<file path="src/clic_params.svh">
// CLIC global parameters
// Source count, field widths and register map of the configuration port

`ifndef CLIC_PARAMS_SVH
`define CLIC_PARAMS_SVH

// Interrupt sources
`define CLIC_NUM_SRC       8
`define CLIC_ID_W          3   // log2 of source count
`define CLIC_LEVEL_W       8
`define CLIC_XLEN          32  // cause word width

// Configuration write port
`define CLIC_ADDR_W        5
`define CLIC_DATA_W        16

// Register map, addresses 0..7 are the per-source entries
`define CLIC_ADDR_MTHRESH  16
`define CLIC_ADDR_STHRESH  17
`define CLIC_ADDR_STATUS   18
`define CLIC_ADDR_PRIV     19

// Field positions inside write data
`define CLIC_SRC_PRIV_LSB  8   // per-source privilege, 2 bits
`define CLIC_SRC_EN_BIT    10  // per-source enable
`define CLIC_SIE_BIT       2   // in privilege register

`endif
</file>
<file path="src/clic_pkg.sv">
// CLIC data types
// Widths of interrupt IDs, levels, the cause word and the config port

`include "clic_params.svh"

package clic_pkg;

  // ----------------------------------------------------------
  // Interrupt side
  // ----------------------------------------------------------
  typedef logic [`CLIC_ID_W-1:0]    irq_id_t;     // source index
  typedef logic [`CLIC_LEVEL_W-1:0] irq_level_t;  // higher wins
  typedef logic [`CLIC_XLEN-1:0]    irq_cause_t;  // packed cause to core

  // ----------------------------------------------------------
  // Configuration port
  // ----------------------------------------------------------
  // Write address, 0..7 source table, 16..19 core-side registers
  typedef logic [`CLIC_ADDR_W-1:0]  cfg_addr_t;

  // Write data, layout depends on the address
  //   source entry   en[10] priv[9:8] level[7:0]
  //   status         sil[15:8] mil[7:0]
  //   privilege      sie[2] priv[1:0]
  //   thresholds     level[7:0]
  typedef logic [`CLIC_DATA_W-1:0]  cfg_data_t;

endpackage

</file>
<file path="src/priv_pkg.sv">
// Privilege definitions for the CLIC core side
// Privilege encoding and helpers for the interrupt-status register

`include "clic_params.svh"

package priv_pkg;

  // RISC-V privilege encoding, 2'b10 reserved
  typedef enum logic [1:0] {
    PRIV_U = 2'b00,
    PRIV_S = 2'b01,
    PRIV_M = 2'b11
  } priv_lvl_e;

  // Interrupt status word, M level low, S level high
  typedef logic [2*`CLIC_LEVEL_W-1:0] intstatus_t;

  function automatic logic [`CLIC_LEVEL_W-1:0] status_mil(intstatus_t st);
    return st[`CLIC_LEVEL_W-1:0];
  endfunction

  function automatic logic [`CLIC_LEVEL_W-1:0] status_sil(intstatus_t st);
    return st[2*`CLIC_LEVEL_W-1:`CLIC_LEVEL_W];
  endfunction

  // Replace one field, keep the other
  function automatic intstatus_t status_set_mil(intstatus_t st, logic [`CLIC_LEVEL_W-1:0] lvl);
    return {st[2*`CLIC_LEVEL_W-1:`CLIC_LEVEL_W], lvl};
  endfunction

  function automatic intstatus_t status_set_sil(intstatus_t st, logic [`CLIC_LEVEL_W-1:0] lvl);
    return {lvl, st[`CLIC_LEVEL_W-1:0]};
  endfunction

endpackage

</file>
<file path="src/clic_top.sv">
// CLIC top level
// Register block, arbiter and core-side controller for eight
// edge-triggered sources. The core acknowledge arrives as a strobe.

`include "clic_params.svh"

module clic_top
  import priv_pkg::*;
  import clic_pkg::*;
(
  input  logic                     clk_i,
  input  logic                     arst_n_i,
  // Configuration writes
  input  logic                     cfg_we_i,
  input  cfg_addr_t                cfg_addr_i,
  input  cfg_data_t                cfg_wdata_i,
  // Sources and core
  input  logic [`CLIC_NUM_SRC-1:0] irq_src_i,
  input  logic                     irq_ack_i,
  output logic                     irq_req_o,
  output irq_cause_t               irq_cause_o
);

  // Source table
  logic       [`CLIC_NUM_SRC-1:0] src_en;
  irq_level_t [`CLIC_NUM_SRC-1:0] src_level;
  priv_lvl_e  [`CLIC_NUM_SRC-1:0] src_priv;

  // Core-side state
  priv_lvl_e  priv_lvl;
  irq_level_t mthresh, sthresh, mil, sil;
  logic       sie;

  // Offer and kill handshake
  logic       irq_valid;
  irq_id_t    irq_id;
  irq_level_t irq_level;
  priv_lvl_e  irq_priv;
  logic       kill_req, kill_ack;

  // ----------------------------------------------------------
  // Register block, take info from the current offer
  // ----------------------------------------------------------
  clic_cfg_regs i_cfg_regs (
    .clk_i       (clk_i),
    .arst_n_i    (arst_n_i),
    .cfg_we_i    (cfg_we_i),
    .cfg_addr_i  (cfg_addr_i),
    .cfg_wdata_i (cfg_wdata_i),
    .irq_take_i  (irq_ack_i),
    .take_level_i(irq_level),
    .take_priv_i (irq_priv),
    .src_en_o    (src_en),
    .src_level_o (src_level),
    .src_priv_o  (src_priv),
    .priv_lvl_o  (priv_lvl),
    .mthresh_o   (mthresh),
    .sthresh_o   (sthresh),
    .mil_o       (mil),
    .sil_o       (sil),
    .sie_o       (sie)
  );

  clic_arbiter i_arbiter (
    .clk_i      (clk_i),
    .arst_n_i   (arst_n_i),
    .irq_src_i  (irq_src_i),
    .src_en_i   (src_en),
    .src_level_i(src_level),
    .src_priv_i (src_priv),
    .irq_ack_i  (irq_ack_i),
    .kill_ack_i (kill_ack),
    .irq_valid_o(irq_valid),
    .irq_id_o   (irq_id),
    .irq_level_o(irq_level),
    .irq_priv_o (irq_priv),
    .kill_req_o (kill_req)
  );

  clic_irq_ctrl i_irq_ctrl (
    .clk_i           (clk_i),
    .arst_n_i        (arst_n_i),
    .priv_lvl_i      (priv_lvl),
    .sie_i           (sie),
    .mthresh_i       (mthresh),
    .sthresh_i       (sthresh),
    .mil_i           (mil),
    .sil_i           (sil),
    .clic_irq_valid_i(irq_valid),
    .clic_irq_ready_i(irq_ack_i),  // core ack closes the request
    .clic_irq_id_i   (irq_id),
    .clic_irq_level_i(irq_level),
    .clic_irq_priv_i (irq_priv),
    .clic_kill_req_i (kill_req),
    .clic_kill_ack_o (kill_ack),
    .clic_irq_req_o  (irq_req_o),
    .clic_irq_cause_o(irq_cause_o)
  );

endmodule

</file>
<file path="src/clic_irq_ctrl.sv">
// CLIC core-side controller
// Checks the offered interrupt against privilege and thresholds, packs the
// cause word and grants kill requests while nothing is in flight.

`include "clic_params.svh"

module clic_irq_ctrl
  import priv_pkg::*;
  import clic_pkg::*;
(
  input  logic       clk_i,
  input  logic       arst_n_i,
  // Core-side state
  input  priv_lvl_e  priv_lvl_i,   // current privilege
  input  logic       sie_i,        // supervisor irq enable
  input  irq_level_t mthresh_i,
  input  irq_level_t sthresh_i,
  input  irq_level_t mil_i,        // status M level
  input  irq_level_t sil_i,        // status S level
  // From/to arbiter
  input  logic       clic_irq_valid_i,
  input  logic       clic_irq_ready_i,  // core took the irq
  input  irq_id_t    clic_irq_id_i,
  input  irq_level_t clic_irq_level_i,
  input  priv_lvl_e  clic_irq_priv_i,
  input  logic       clic_kill_req_i,
  output logic       clic_kill_ack_o,
  // To core
  output logic       clic_irq_req_o,
  output irq_cause_t clic_irq_cause_o
);

  // ----------------------------------------------------------
  // Acceptance
  // ----------------------------------------------------------
  irq_level_t eff_mthresh, eff_sthresh;  // max of threshold and status level
  logic       accept;

  assign eff_mthresh = (mthresh_i > mil_i) ? mthresh_i : mil_i;
  assign eff_sthresh = (sthresh_i > sil_i) ? sthresh_i : sil_i;

  always_comb begin
    accept = 1'b0;
    case (priv_lvl_i)
      PRIV_M: begin
        // Only M irqs above the M threshold
        if (clic_irq_priv_i == PRIV_M) begin
          accept = clic_irq_valid_i && (clic_irq_level_i > eff_mthresh);
        end
      end
      PRIV_S: begin
        if (clic_irq_priv_i == PRIV_M) begin
          accept = clic_irq_valid_i;  // M always preempts S
        end else if (clic_irq_priv_i == PRIV_S) begin
          accept = clic_irq_valid_i && sie_i && (clic_irq_level_i > eff_sthresh);
        end
      end
      PRIV_U:  accept = clic_irq_valid_i;  // anything goes
      default: ;  // reserved encoding
    endcase
  end

  // Withdrawn while the arbiter wants to swap the offer
  assign clic_irq_req_o = accept & ~clic_kill_req_i;

  // Cause word: irq flag, level for the status update, ID for mcause
  assign clic_irq_cause_o = {
    1'b1,
    {(`CLIC_XLEN - 25){1'b0}},
    clic_irq_level_i,
    {(16 - `CLIC_ID_W){1'b0}},
    clic_irq_id_i
  };

  // ----------------------------------------------------------
  // Kill control
  // ----------------------------------------------------------
  // Core may take a request up to one cycle after seeing it
  logic irq_inflight_d, irq_inflight_q;

  assign irq_inflight_d  = clic_irq_req_o & ~clic_irq_ready_i;
  assign clic_kill_ack_o = clic_kill_req_i & ~irq_inflight_q & ~clic_irq_req_o;

  always_ff @(posedge clk_i or negedge arst_n_i) begin
    if (!arst_n_i) begin
      irq_inflight_q <= 1'b0;
    end else begin
      irq_inflight_q <= irq_inflight_d;
    end
  end

endmodule

</file>
<file path="src/clic_arbiter.sv">
// CLIC arbiter
// Latches rising source edges as pending, picks the enabled pending source
// with the highest level (lowest ID on ties) and holds it in an offer
// register. Requests a kill when a better source shows up.

`include "clic_params.svh"

module clic_arbiter
  import priv_pkg::*;
  import clic_pkg::*;
(
  input  logic                           clk_i,
  input  logic                           arst_n_i,
  input  logic       [`CLIC_NUM_SRC-1:0] irq_src_i,    // raw source lines
  // Source table
  input  logic       [`CLIC_NUM_SRC-1:0] src_en_i,
  input  irq_level_t [`CLIC_NUM_SRC-1:0] src_level_i,
  input  priv_lvl_e  [`CLIC_NUM_SRC-1:0] src_priv_i,
  // From core and controller
  input  logic                           irq_ack_i,    // offer taken
  input  logic                           kill_ack_i,   // offer may be replaced
  // Offer to controller
  output logic                           irq_valid_o,
  output irq_id_t                        irq_id_o,
  output irq_level_t                     irq_level_o,
  output priv_lvl_e                      irq_priv_o,
  output logic                           kill_req_o
);

  // ----------------------------------------------------------
  // Edge detect and pending bits
  // ----------------------------------------------------------
  logic [`CLIC_NUM_SRC-1:0] src_q;      // previous source levels
  logic [`CLIC_NUM_SRC-1:0] src_edge;
  logic [`CLIC_NUM_SRC-1:0] pend_q;
  logic [`CLIC_NUM_SRC-1:0] ack_clr;    // one-hot of taken ID

  // Offer register
  logic       offer_valid_q;
  irq_id_t    offer_id_q;
  irq_level_t offer_level_q;
  priv_lvl_e  offer_priv_q;
  logic       kill_q;

  assign src_edge = irq_src_i & ~src_q;

  always_comb begin
    ack_clr = '0;
    if (irq_ack_i) begin
      ack_clr[offer_id_q] = 1'b1;
    end
  end

  always_ff @(posedge clk_i or negedge arst_n_i) begin
    if (!arst_n_i) begin
      src_q  <= '0;
      pend_q <= '0;
    end else begin
      src_q  <= irq_src_i;
      pend_q <= (pend_q & ~ack_clr) | src_edge;  // fresh edge beats the clear
    end
  end

  // ----------------------------------------------------------
  // Winner scan
  // ----------------------------------------------------------
  logic [`CLIC_NUM_SRC-1:0] cand;
  logic       best_found;
  irq_id_t    best_id;
  irq_level_t best_level;

  assign cand = pend_q & src_en_i;

  // Strict compare keeps the lower ID on equal levels
  always_comb begin
    best_found = 1'b0;
    best_id    = '0;
    best_level = '0;
    for (int i = 0; i < `CLIC_NUM_SRC; i++) begin
      if (cand[i] && (!best_found || (src_level_i[i] > best_level))) begin
        best_found = 1'b1;
        best_id    = irq_id_t'(i);
        best_level = src_level_i[i];
      end
    end
  end

  // ----------------------------------------------------------
  // Offer register and kill request
  // ----------------------------------------------------------
  logic load;     // offer takes the current winner
  logic preempt;  // strictly better source than the offer

  assign load    = ~irq_ack_i & best_found & (~offer_valid_q | kill_ack_i);
  assign preempt = offer_valid_q & best_found & (best_id != offer_id_q)
                 & (best_level > offer_level_q);

  always_ff @(posedge clk_i or negedge arst_n_i) begin
    if (!arst_n_i) begin
      offer_valid_q <= 1'b0;
      kill_q        <= 1'b0;
    end else if (irq_ack_i) begin
      offer_valid_q <= 1'b0;  // taken, reload next cycle
      kill_q        <= 1'b0;
    end else if (kill_ack_i) begin
      offer_valid_q <= best_found;  // swap in the winner
      kill_q        <= 1'b0;
    end else if (!offer_valid_q) begin
      offer_valid_q <= best_found;
    end else if (preempt) begin
      kill_q <= 1'b1;  // held until kill_ack or take
    end
  end

  // Offer payload
  always_ff @(posedge clk_i) begin
    if (load) begin
      offer_id_q    <= best_id;
      offer_level_q <= best_level;
      offer_priv_q  <= src_priv_i[best_id];
    end
  end

  assign irq_valid_o = offer_valid_q;
  assign irq_id_o    = offer_id_q;
  assign irq_level_o = offer_level_q;
  assign irq_priv_o  = offer_priv_q;
  assign kill_req_o  = kill_q;

endmodule

</file>
<file path="src/clic_cfg_regs.sv">
// CLIC register block
// Per-source enable, level and privilege table, plus the core-side
// privilege, thresholds, interrupt status and supervisor enable.
// Taking an interrupt updates privilege and status.

`include "clic_params.svh"

module clic_cfg_regs
  import priv_pkg::*;
  import clic_pkg::*;
(
  input  logic                           clk_i,
  input  logic                           arst_n_i,
  // Write port
  input  logic                           cfg_we_i,
  input  cfg_addr_t                      cfg_addr_i,
  input  cfg_data_t                      cfg_wdata_i,
  // Interrupt taken by the core
  input  logic                           irq_take_i,
  input  irq_level_t                     take_level_i,
  input  priv_lvl_e                      take_priv_i,
  // Source table to arbiter
  output logic       [`CLIC_NUM_SRC-1:0] src_en_o,
  output irq_level_t [`CLIC_NUM_SRC-1:0] src_level_o,
  output priv_lvl_e  [`CLIC_NUM_SRC-1:0] src_priv_o,
  // Core-side state to controller
  output priv_lvl_e                      priv_lvl_o,
  output irq_level_t                     mthresh_o,
  output irq_level_t                     sthresh_o,
  output irq_level_t                     mil_o,
  output irq_level_t                     sil_o,
  output logic                           sie_o
);

  logic       [`CLIC_NUM_SRC-1:0] src_en_q;
  irq_level_t [`CLIC_NUM_SRC-1:0] src_level_q;
  priv_lvl_e  [`CLIC_NUM_SRC-1:0] src_priv_q;

  priv_lvl_e  priv_q;
  irq_level_t mthresh_q, sthresh_q;
  intstatus_t status_q;
  logic       sie_q;

  logic    src_sel;  // address hits the source table
  irq_id_t src_idx;

  assign src_sel = cfg_addr_i < cfg_addr_t'(`CLIC_NUM_SRC);
  assign src_idx = cfg_addr_i[`CLIC_ID_W-1:0];

  // ----------------------------------------------------------
  // Source table
  // ----------------------------------------------------------
  always_ff @(posedge clk_i or negedge arst_n_i) begin
    if (!arst_n_i) begin
      src_en_q <= '0;  // all sources off
      for (int i = 0; i < `CLIC_NUM_SRC; i++) begin
        src_level_q[i] <= '0;
        src_priv_q[i]  <= PRIV_U;
      end
    end else if (cfg_we_i && src_sel) begin
      src_level_q[src_idx] <= cfg_wdata_i[`CLIC_LEVEL_W-1:0];
      src_priv_q[src_idx]  <= priv_lvl_e'(cfg_wdata_i[`CLIC_SRC_PRIV_LSB +: $bits(priv_lvl_e)]);
      src_en_q[src_idx]    <= cfg_wdata_i[`CLIC_SRC_EN_BIT];
    end
  end

  // ----------------------------------------------------------
  // Core-side registers
  // ----------------------------------------------------------
  always_ff @(posedge clk_i or negedge arst_n_i) begin
    if (!arst_n_i) begin
      priv_q    <= PRIV_M;  // out of reset in machine mode
      mthresh_q <= '0;
      sthresh_q <= '0;
      status_q  <= '0;
      sie_q     <= 1'b0;
    end else begin
      // Software writes
      if (cfg_we_i) begin
        case (cfg_addr_i)
          cfg_addr_t'(`CLIC_ADDR_MTHRESH): mthresh_q <= cfg_wdata_i[`CLIC_LEVEL_W-1:0];
          cfg_addr_t'(`CLIC_ADDR_STHRESH): sthresh_q <= cfg_wdata_i[`CLIC_LEVEL_W-1:0];
          cfg_addr_t'(`CLIC_ADDR_STATUS):  status_q  <= cfg_wdata_i;
          cfg_addr_t'(`CLIC_ADDR_PRIV): begin
            priv_q <= priv_lvl_e'(cfg_wdata_i[$bits(priv_lvl_e)-1:0]);
            sie_q  <= cfg_wdata_i[`CLIC_SIE_BIT];
          end
          default: ;  // source table or unmapped
        endcase
      end
      // Interrupt take, overrides a write in the same cycle
      if (irq_take_i) begin
        priv_q <= take_priv_i;
        if (take_priv_i == PRIV_M) begin
          status_q <= status_set_mil(status_q, take_level_i);
        end else if (take_priv_i == PRIV_S) begin
          status_q <= status_set_sil(status_q, take_level_i);
          sie_q    <= 1'b0;  // no nesting until software re-enables
        end
      end
    end
  end

  // Outputs
  assign src_en_o    = src_en_q;
  assign src_level_o = src_level_q;
  assign src_priv_o  = src_priv_q;
  assign priv_lvl_o  = priv_q;
  assign mthresh_o   = mthresh_q;
  assign sthresh_o   = sthresh_q;
  assign mil_o       = status_mil(status_q);
  assign sil_o       = status_sil(status_q);
  assign sie_o       = sie_q;

endmodule

</file>
<file path="config.mk">
export PLATFORM = sky130hd
export DESIGN_NAME = clic_top
export DESIGN_NICKNAME = d
export VERILOG_FILES = /design/src/clic_pkg.sv /design/src/priv_pkg.sv /design/src/clic_top.sv /design/src/clic_irq_ctrl.sv /design/src/clic_arbiter.sv /design/src/clic_cfg_regs.sv
export VERILOG_INCLUDE_DIRS = /design/src
export SDC_FILE = /design/constraint.sdc
export NUM_CORES = 1
export LEC_CHECK = 0
export BUFFER_PORTS_ARGS = -buffer_cell sky130_fd_sc_hd__buf_2
export CELL_PAD_IN_SITES_DETAIL_PLACEMENT = 1
export CELL_PAD_IN_SITES_GLOBAL_PLACEMENT = 1
export CORE_MARGIN = 4
export CORE_UTILIZATION = 44
export CTS_CLUSTER_DIAMETER = 120
export DETAILED_ROUTE_END_ITERATION = 8
export PLACE_DENSITY = 0.83
export SYNTH_ARGS = -nofsm -noshare
export SYNTH_HDL_FRONTEND = slang
export SYNTH_SLANG_ARGS = --single-unit
</file>
<file path="constraint.sdc">
create_clock -name clk_i -period 15 [get_ports clk_i]
set_input_delay 1.5 -clock clk_i [delete_from_list [all_inputs] [get_ports clk_i]]
set_output_delay 1.5 -clock clk_i [all_outputs]
set_load 0.01 [all_outputs]
</file>
==> flow_summary.yaml <==
global_routing:
  grt_pass1_vias: 8270
  grt_pass1_wl_mm: 45.2
  grt_overflow_total: 0
  track_usage_pct: 23.5
  grt_antenna_before_repair: 0
  grt_max_degree: 79
critical_path:
  critPathMaxFanout: 13
  timing.rr.start: "i_cfg_regs.src_en_o[0]"
  reg2reg_slack_ns: 0.57
  required_ns: 15.35
  worstPathArrival_ns: 14.78
  start_kind: "register"
  cp-end-kind: "register"
  cp_slowest_cell: "or3_4"
  path_class: "reg2reg"
  worstSetupStartpoint: "i_cfg_regs.src_en_o[0]"
  crit_path_max_incr_delay_ns: 0.48
final_layout:
  seqCellArea_um2: 3950
  fin_cells: 1308
  drive_above_1_share_pct: 24.0
  mostFrequentLayoutCells: "dfrtp_1 (140), mux2_2 (97), ha_1 (95), nand2_1 (84), inv_1 (83)"
  fin_nets: 1143
  synthToLayoutAreaGrowth_pct: 13.1
  n_fill_cell: 2406
  antenna-diode-count: 0
  layout_commonest_cell: "dfrtp_1"
  multi_input_area_um2: 5470
detailed_routing:
  firstDrtPassIters: 7
  drt-total-wl_mm: 29.1
  drc: 0
  drt-vias-per-instance: 5.86
  drtIter0Drc: 504
  detail-route-antenna-nets: 0
  wl_per_cell_um: 22.3
  num_vias: 7668
yosys:
  synth.distinct_cells: 76
  netlist_instances: 958
  synth_warnings: 0
  synth_ff_type: "dfrtp_1"
  yosysSeqAreaShare_pct: 40.3
  synthSimpleGateAreaFrac_pct: 10.6
  syn-cell-area_um2: 9780
  muxShareOfSynthArea_pct: 15.5
  ys_seq_elements: 155
  synth_xor_area_share_pct: 0.269
  synth_top_family_by_area: "multiplexers"
  synth_edf_count: 13
  synthArstFlopShare_pct: 91.6
  synth-compound-area-share_pct: 14.8
  synth_area_per_cell_um2: 10.2
  synth_adder_area_share_pct: 12.1
clock_network:
  htreeDepth: 4
  cts_buffers: 17
  root_buffer: "clkbuf_16"
  clockBufferDepth: 2
  clock_latency_ns: 0.44
  clk_pin_slew_ns: 0.06
  cts.sinks: 155
  cts_tree: "built"
floorplanning:
  die_h_um: 157
  core_area_um2: 21800
  initial_core_util_pct: 44.8
  rows: 54
  die_area_um2: 24700
  ios: 66
  die_w_um: 157
sta:
  hold_viol: 0
  fmax_ghz: 0.0693
  setup_tns_ns: 0
  relSlewSlack_pct: 25.1
  tightest_slew_ns: 1.12
  finalWorstPathRequiredPeriod_ns: 14.43
  fin_crit_sh_pct: 96.2
  final.setup.worst_slack_ns: 0.569
  slew_violations: 0
  whs_ns: 0.421
  finalSetupViolCount: 0
  fin_skew_ns: 0.00949
placed_design:
  place.port_buffers: 44
  place_congestion: 0.909
  pre_cts_ws_ns: -0.796
  dp_cells: 1256
  hpwlAfterDp_mm: 20.1
pwr:
  vdd_drop_max_uv: 108
  power_mw: 2.37
  p_leak_nw: 5.28
  pwr_density_cell_nw_per_um2: 215
run:
  cap_viol_max_count: 0
hold_path:
  hp-class: "reg2reg"
  hp-start: "i_arbiter.src_q[5]"
status:
  status: "completed"
[cell families after synthesis]
group | after synthesis
AO/OA/AOI/OAI | 213
XOR/XNOR | 3
adder cells (fa/ha/maj) | 95
buffers and inverters | 136
flip-flops | 155
multiplexers | 138
other | 2
AND/OR/NAND/NOR | 216
[routing by layer]
| layer | up-vias | global-route usage, % | part of all wire, % |
|---|---|---|---|
| met5 | - | 0 | 0 |
| met4 | 0 | 8.52 | 3.3 |
| met3 | 66 | 3.11 | 3.1 |
| met2 | 188 | 40.4 | 50 |
| met1 | 3899 | 30.6 | 44 |
| li1 | 3515 | - | - |
[state kept, by name (all words and copies together), names as in the netlist, 2 cells and up]
name,cells
i_cfg_regs.src_level_o,64
i_cfg_regs.src_priv_o,16
i_cfg_regs.status_q,16
i_arbiter.irq_level_o,8
i_arbiter.pend_q,8
i_arbiter.src_q,8
i_cfg_regs.mthresh_o,8
i_cfg_regs.src_en_o,8
i_cfg_regs.sthresh_o,8
i_arbiter.irq_id_o,3
i_arbiter.irq_priv_o,2
i_cfg_regs.priv_lvl_o,2
[repair_timing]
| item | in CTS | in global routing |
|---|---|---|
| hold buffers | 0 | 0 |
| endpoints found under the setup margin | 5 | 6 |
| gates cloned | 0 | 2 |
| resized for setup | 8 | 29 |
| setup buffers | 3 | 15 |
| pin swaps | 1 | 14 |
[synthesized netlist by cell type (22+ instances only)]
library cell	count	area [um2]
nand2_1	84	315
mux2_2	97	1090
buf_4	22	165
mux2i_1	39	390
a21oi_1	42	210
clkbuf_1	26	97.6
inv_1	83	312
o21ai_0	65	325
ha_1	95	1190
dfrtp_1	140	3500
nor2_1	48	180
[final timing paths]
check | end | depth (start not counted)
worst max-delay path | i_arbiter.kill_req_o | 67
worst min-delay path | i_arbiter.pend_q[5] | 1
worst max register to register | i_arbiter.kill_req_o | 67
worst min register to register | i_arbiter.pend_q[5] | 1
max in group asynchronous | i_cfg_regs.src_level_o[15] | 2
min in group asynchronous | i_cfg_regs.src_en_o[7] | 1
[critical path: cells and delay by family, from the launching register on]
family	cells	cell delay, ns
buffers and inverters	9	1.38
AO/OA/AOI/OAI	32	6.01
adder cells (fa/ha/maj)	8	2.49
AND/OR/NAND/NOR	14	2.88
flip-flops	1	0.41
multiplexers	4	1.14
[layout make-up]
type	instances	area share [%]
clock buffers	20	3.95
clock inverters	12	1.11
inverters	83	2.82
multi-input cells	688	49.5
flip-flops and latches	155	35.7
well taps	280	3.17
repair buffers	70	3.84
[stage by stage]
step	instance area [um2]	utilization, %
CTS	10800	49.6
floorplan	9850	-
global placement	10200	46.7
detailed placement	10200	46.7
global route	11100	50.7
finish	11100	50.7
[report_power, final]
group          internal [mW]  switching (mW)  leakage, nW
registers              0.550           0.119         1.86
logic                  0.541           0.737         3.15
clock network          0.244           0.184        0.272
total                   1.33            1.04         5.28
Power figures use the tool's default switching activity.
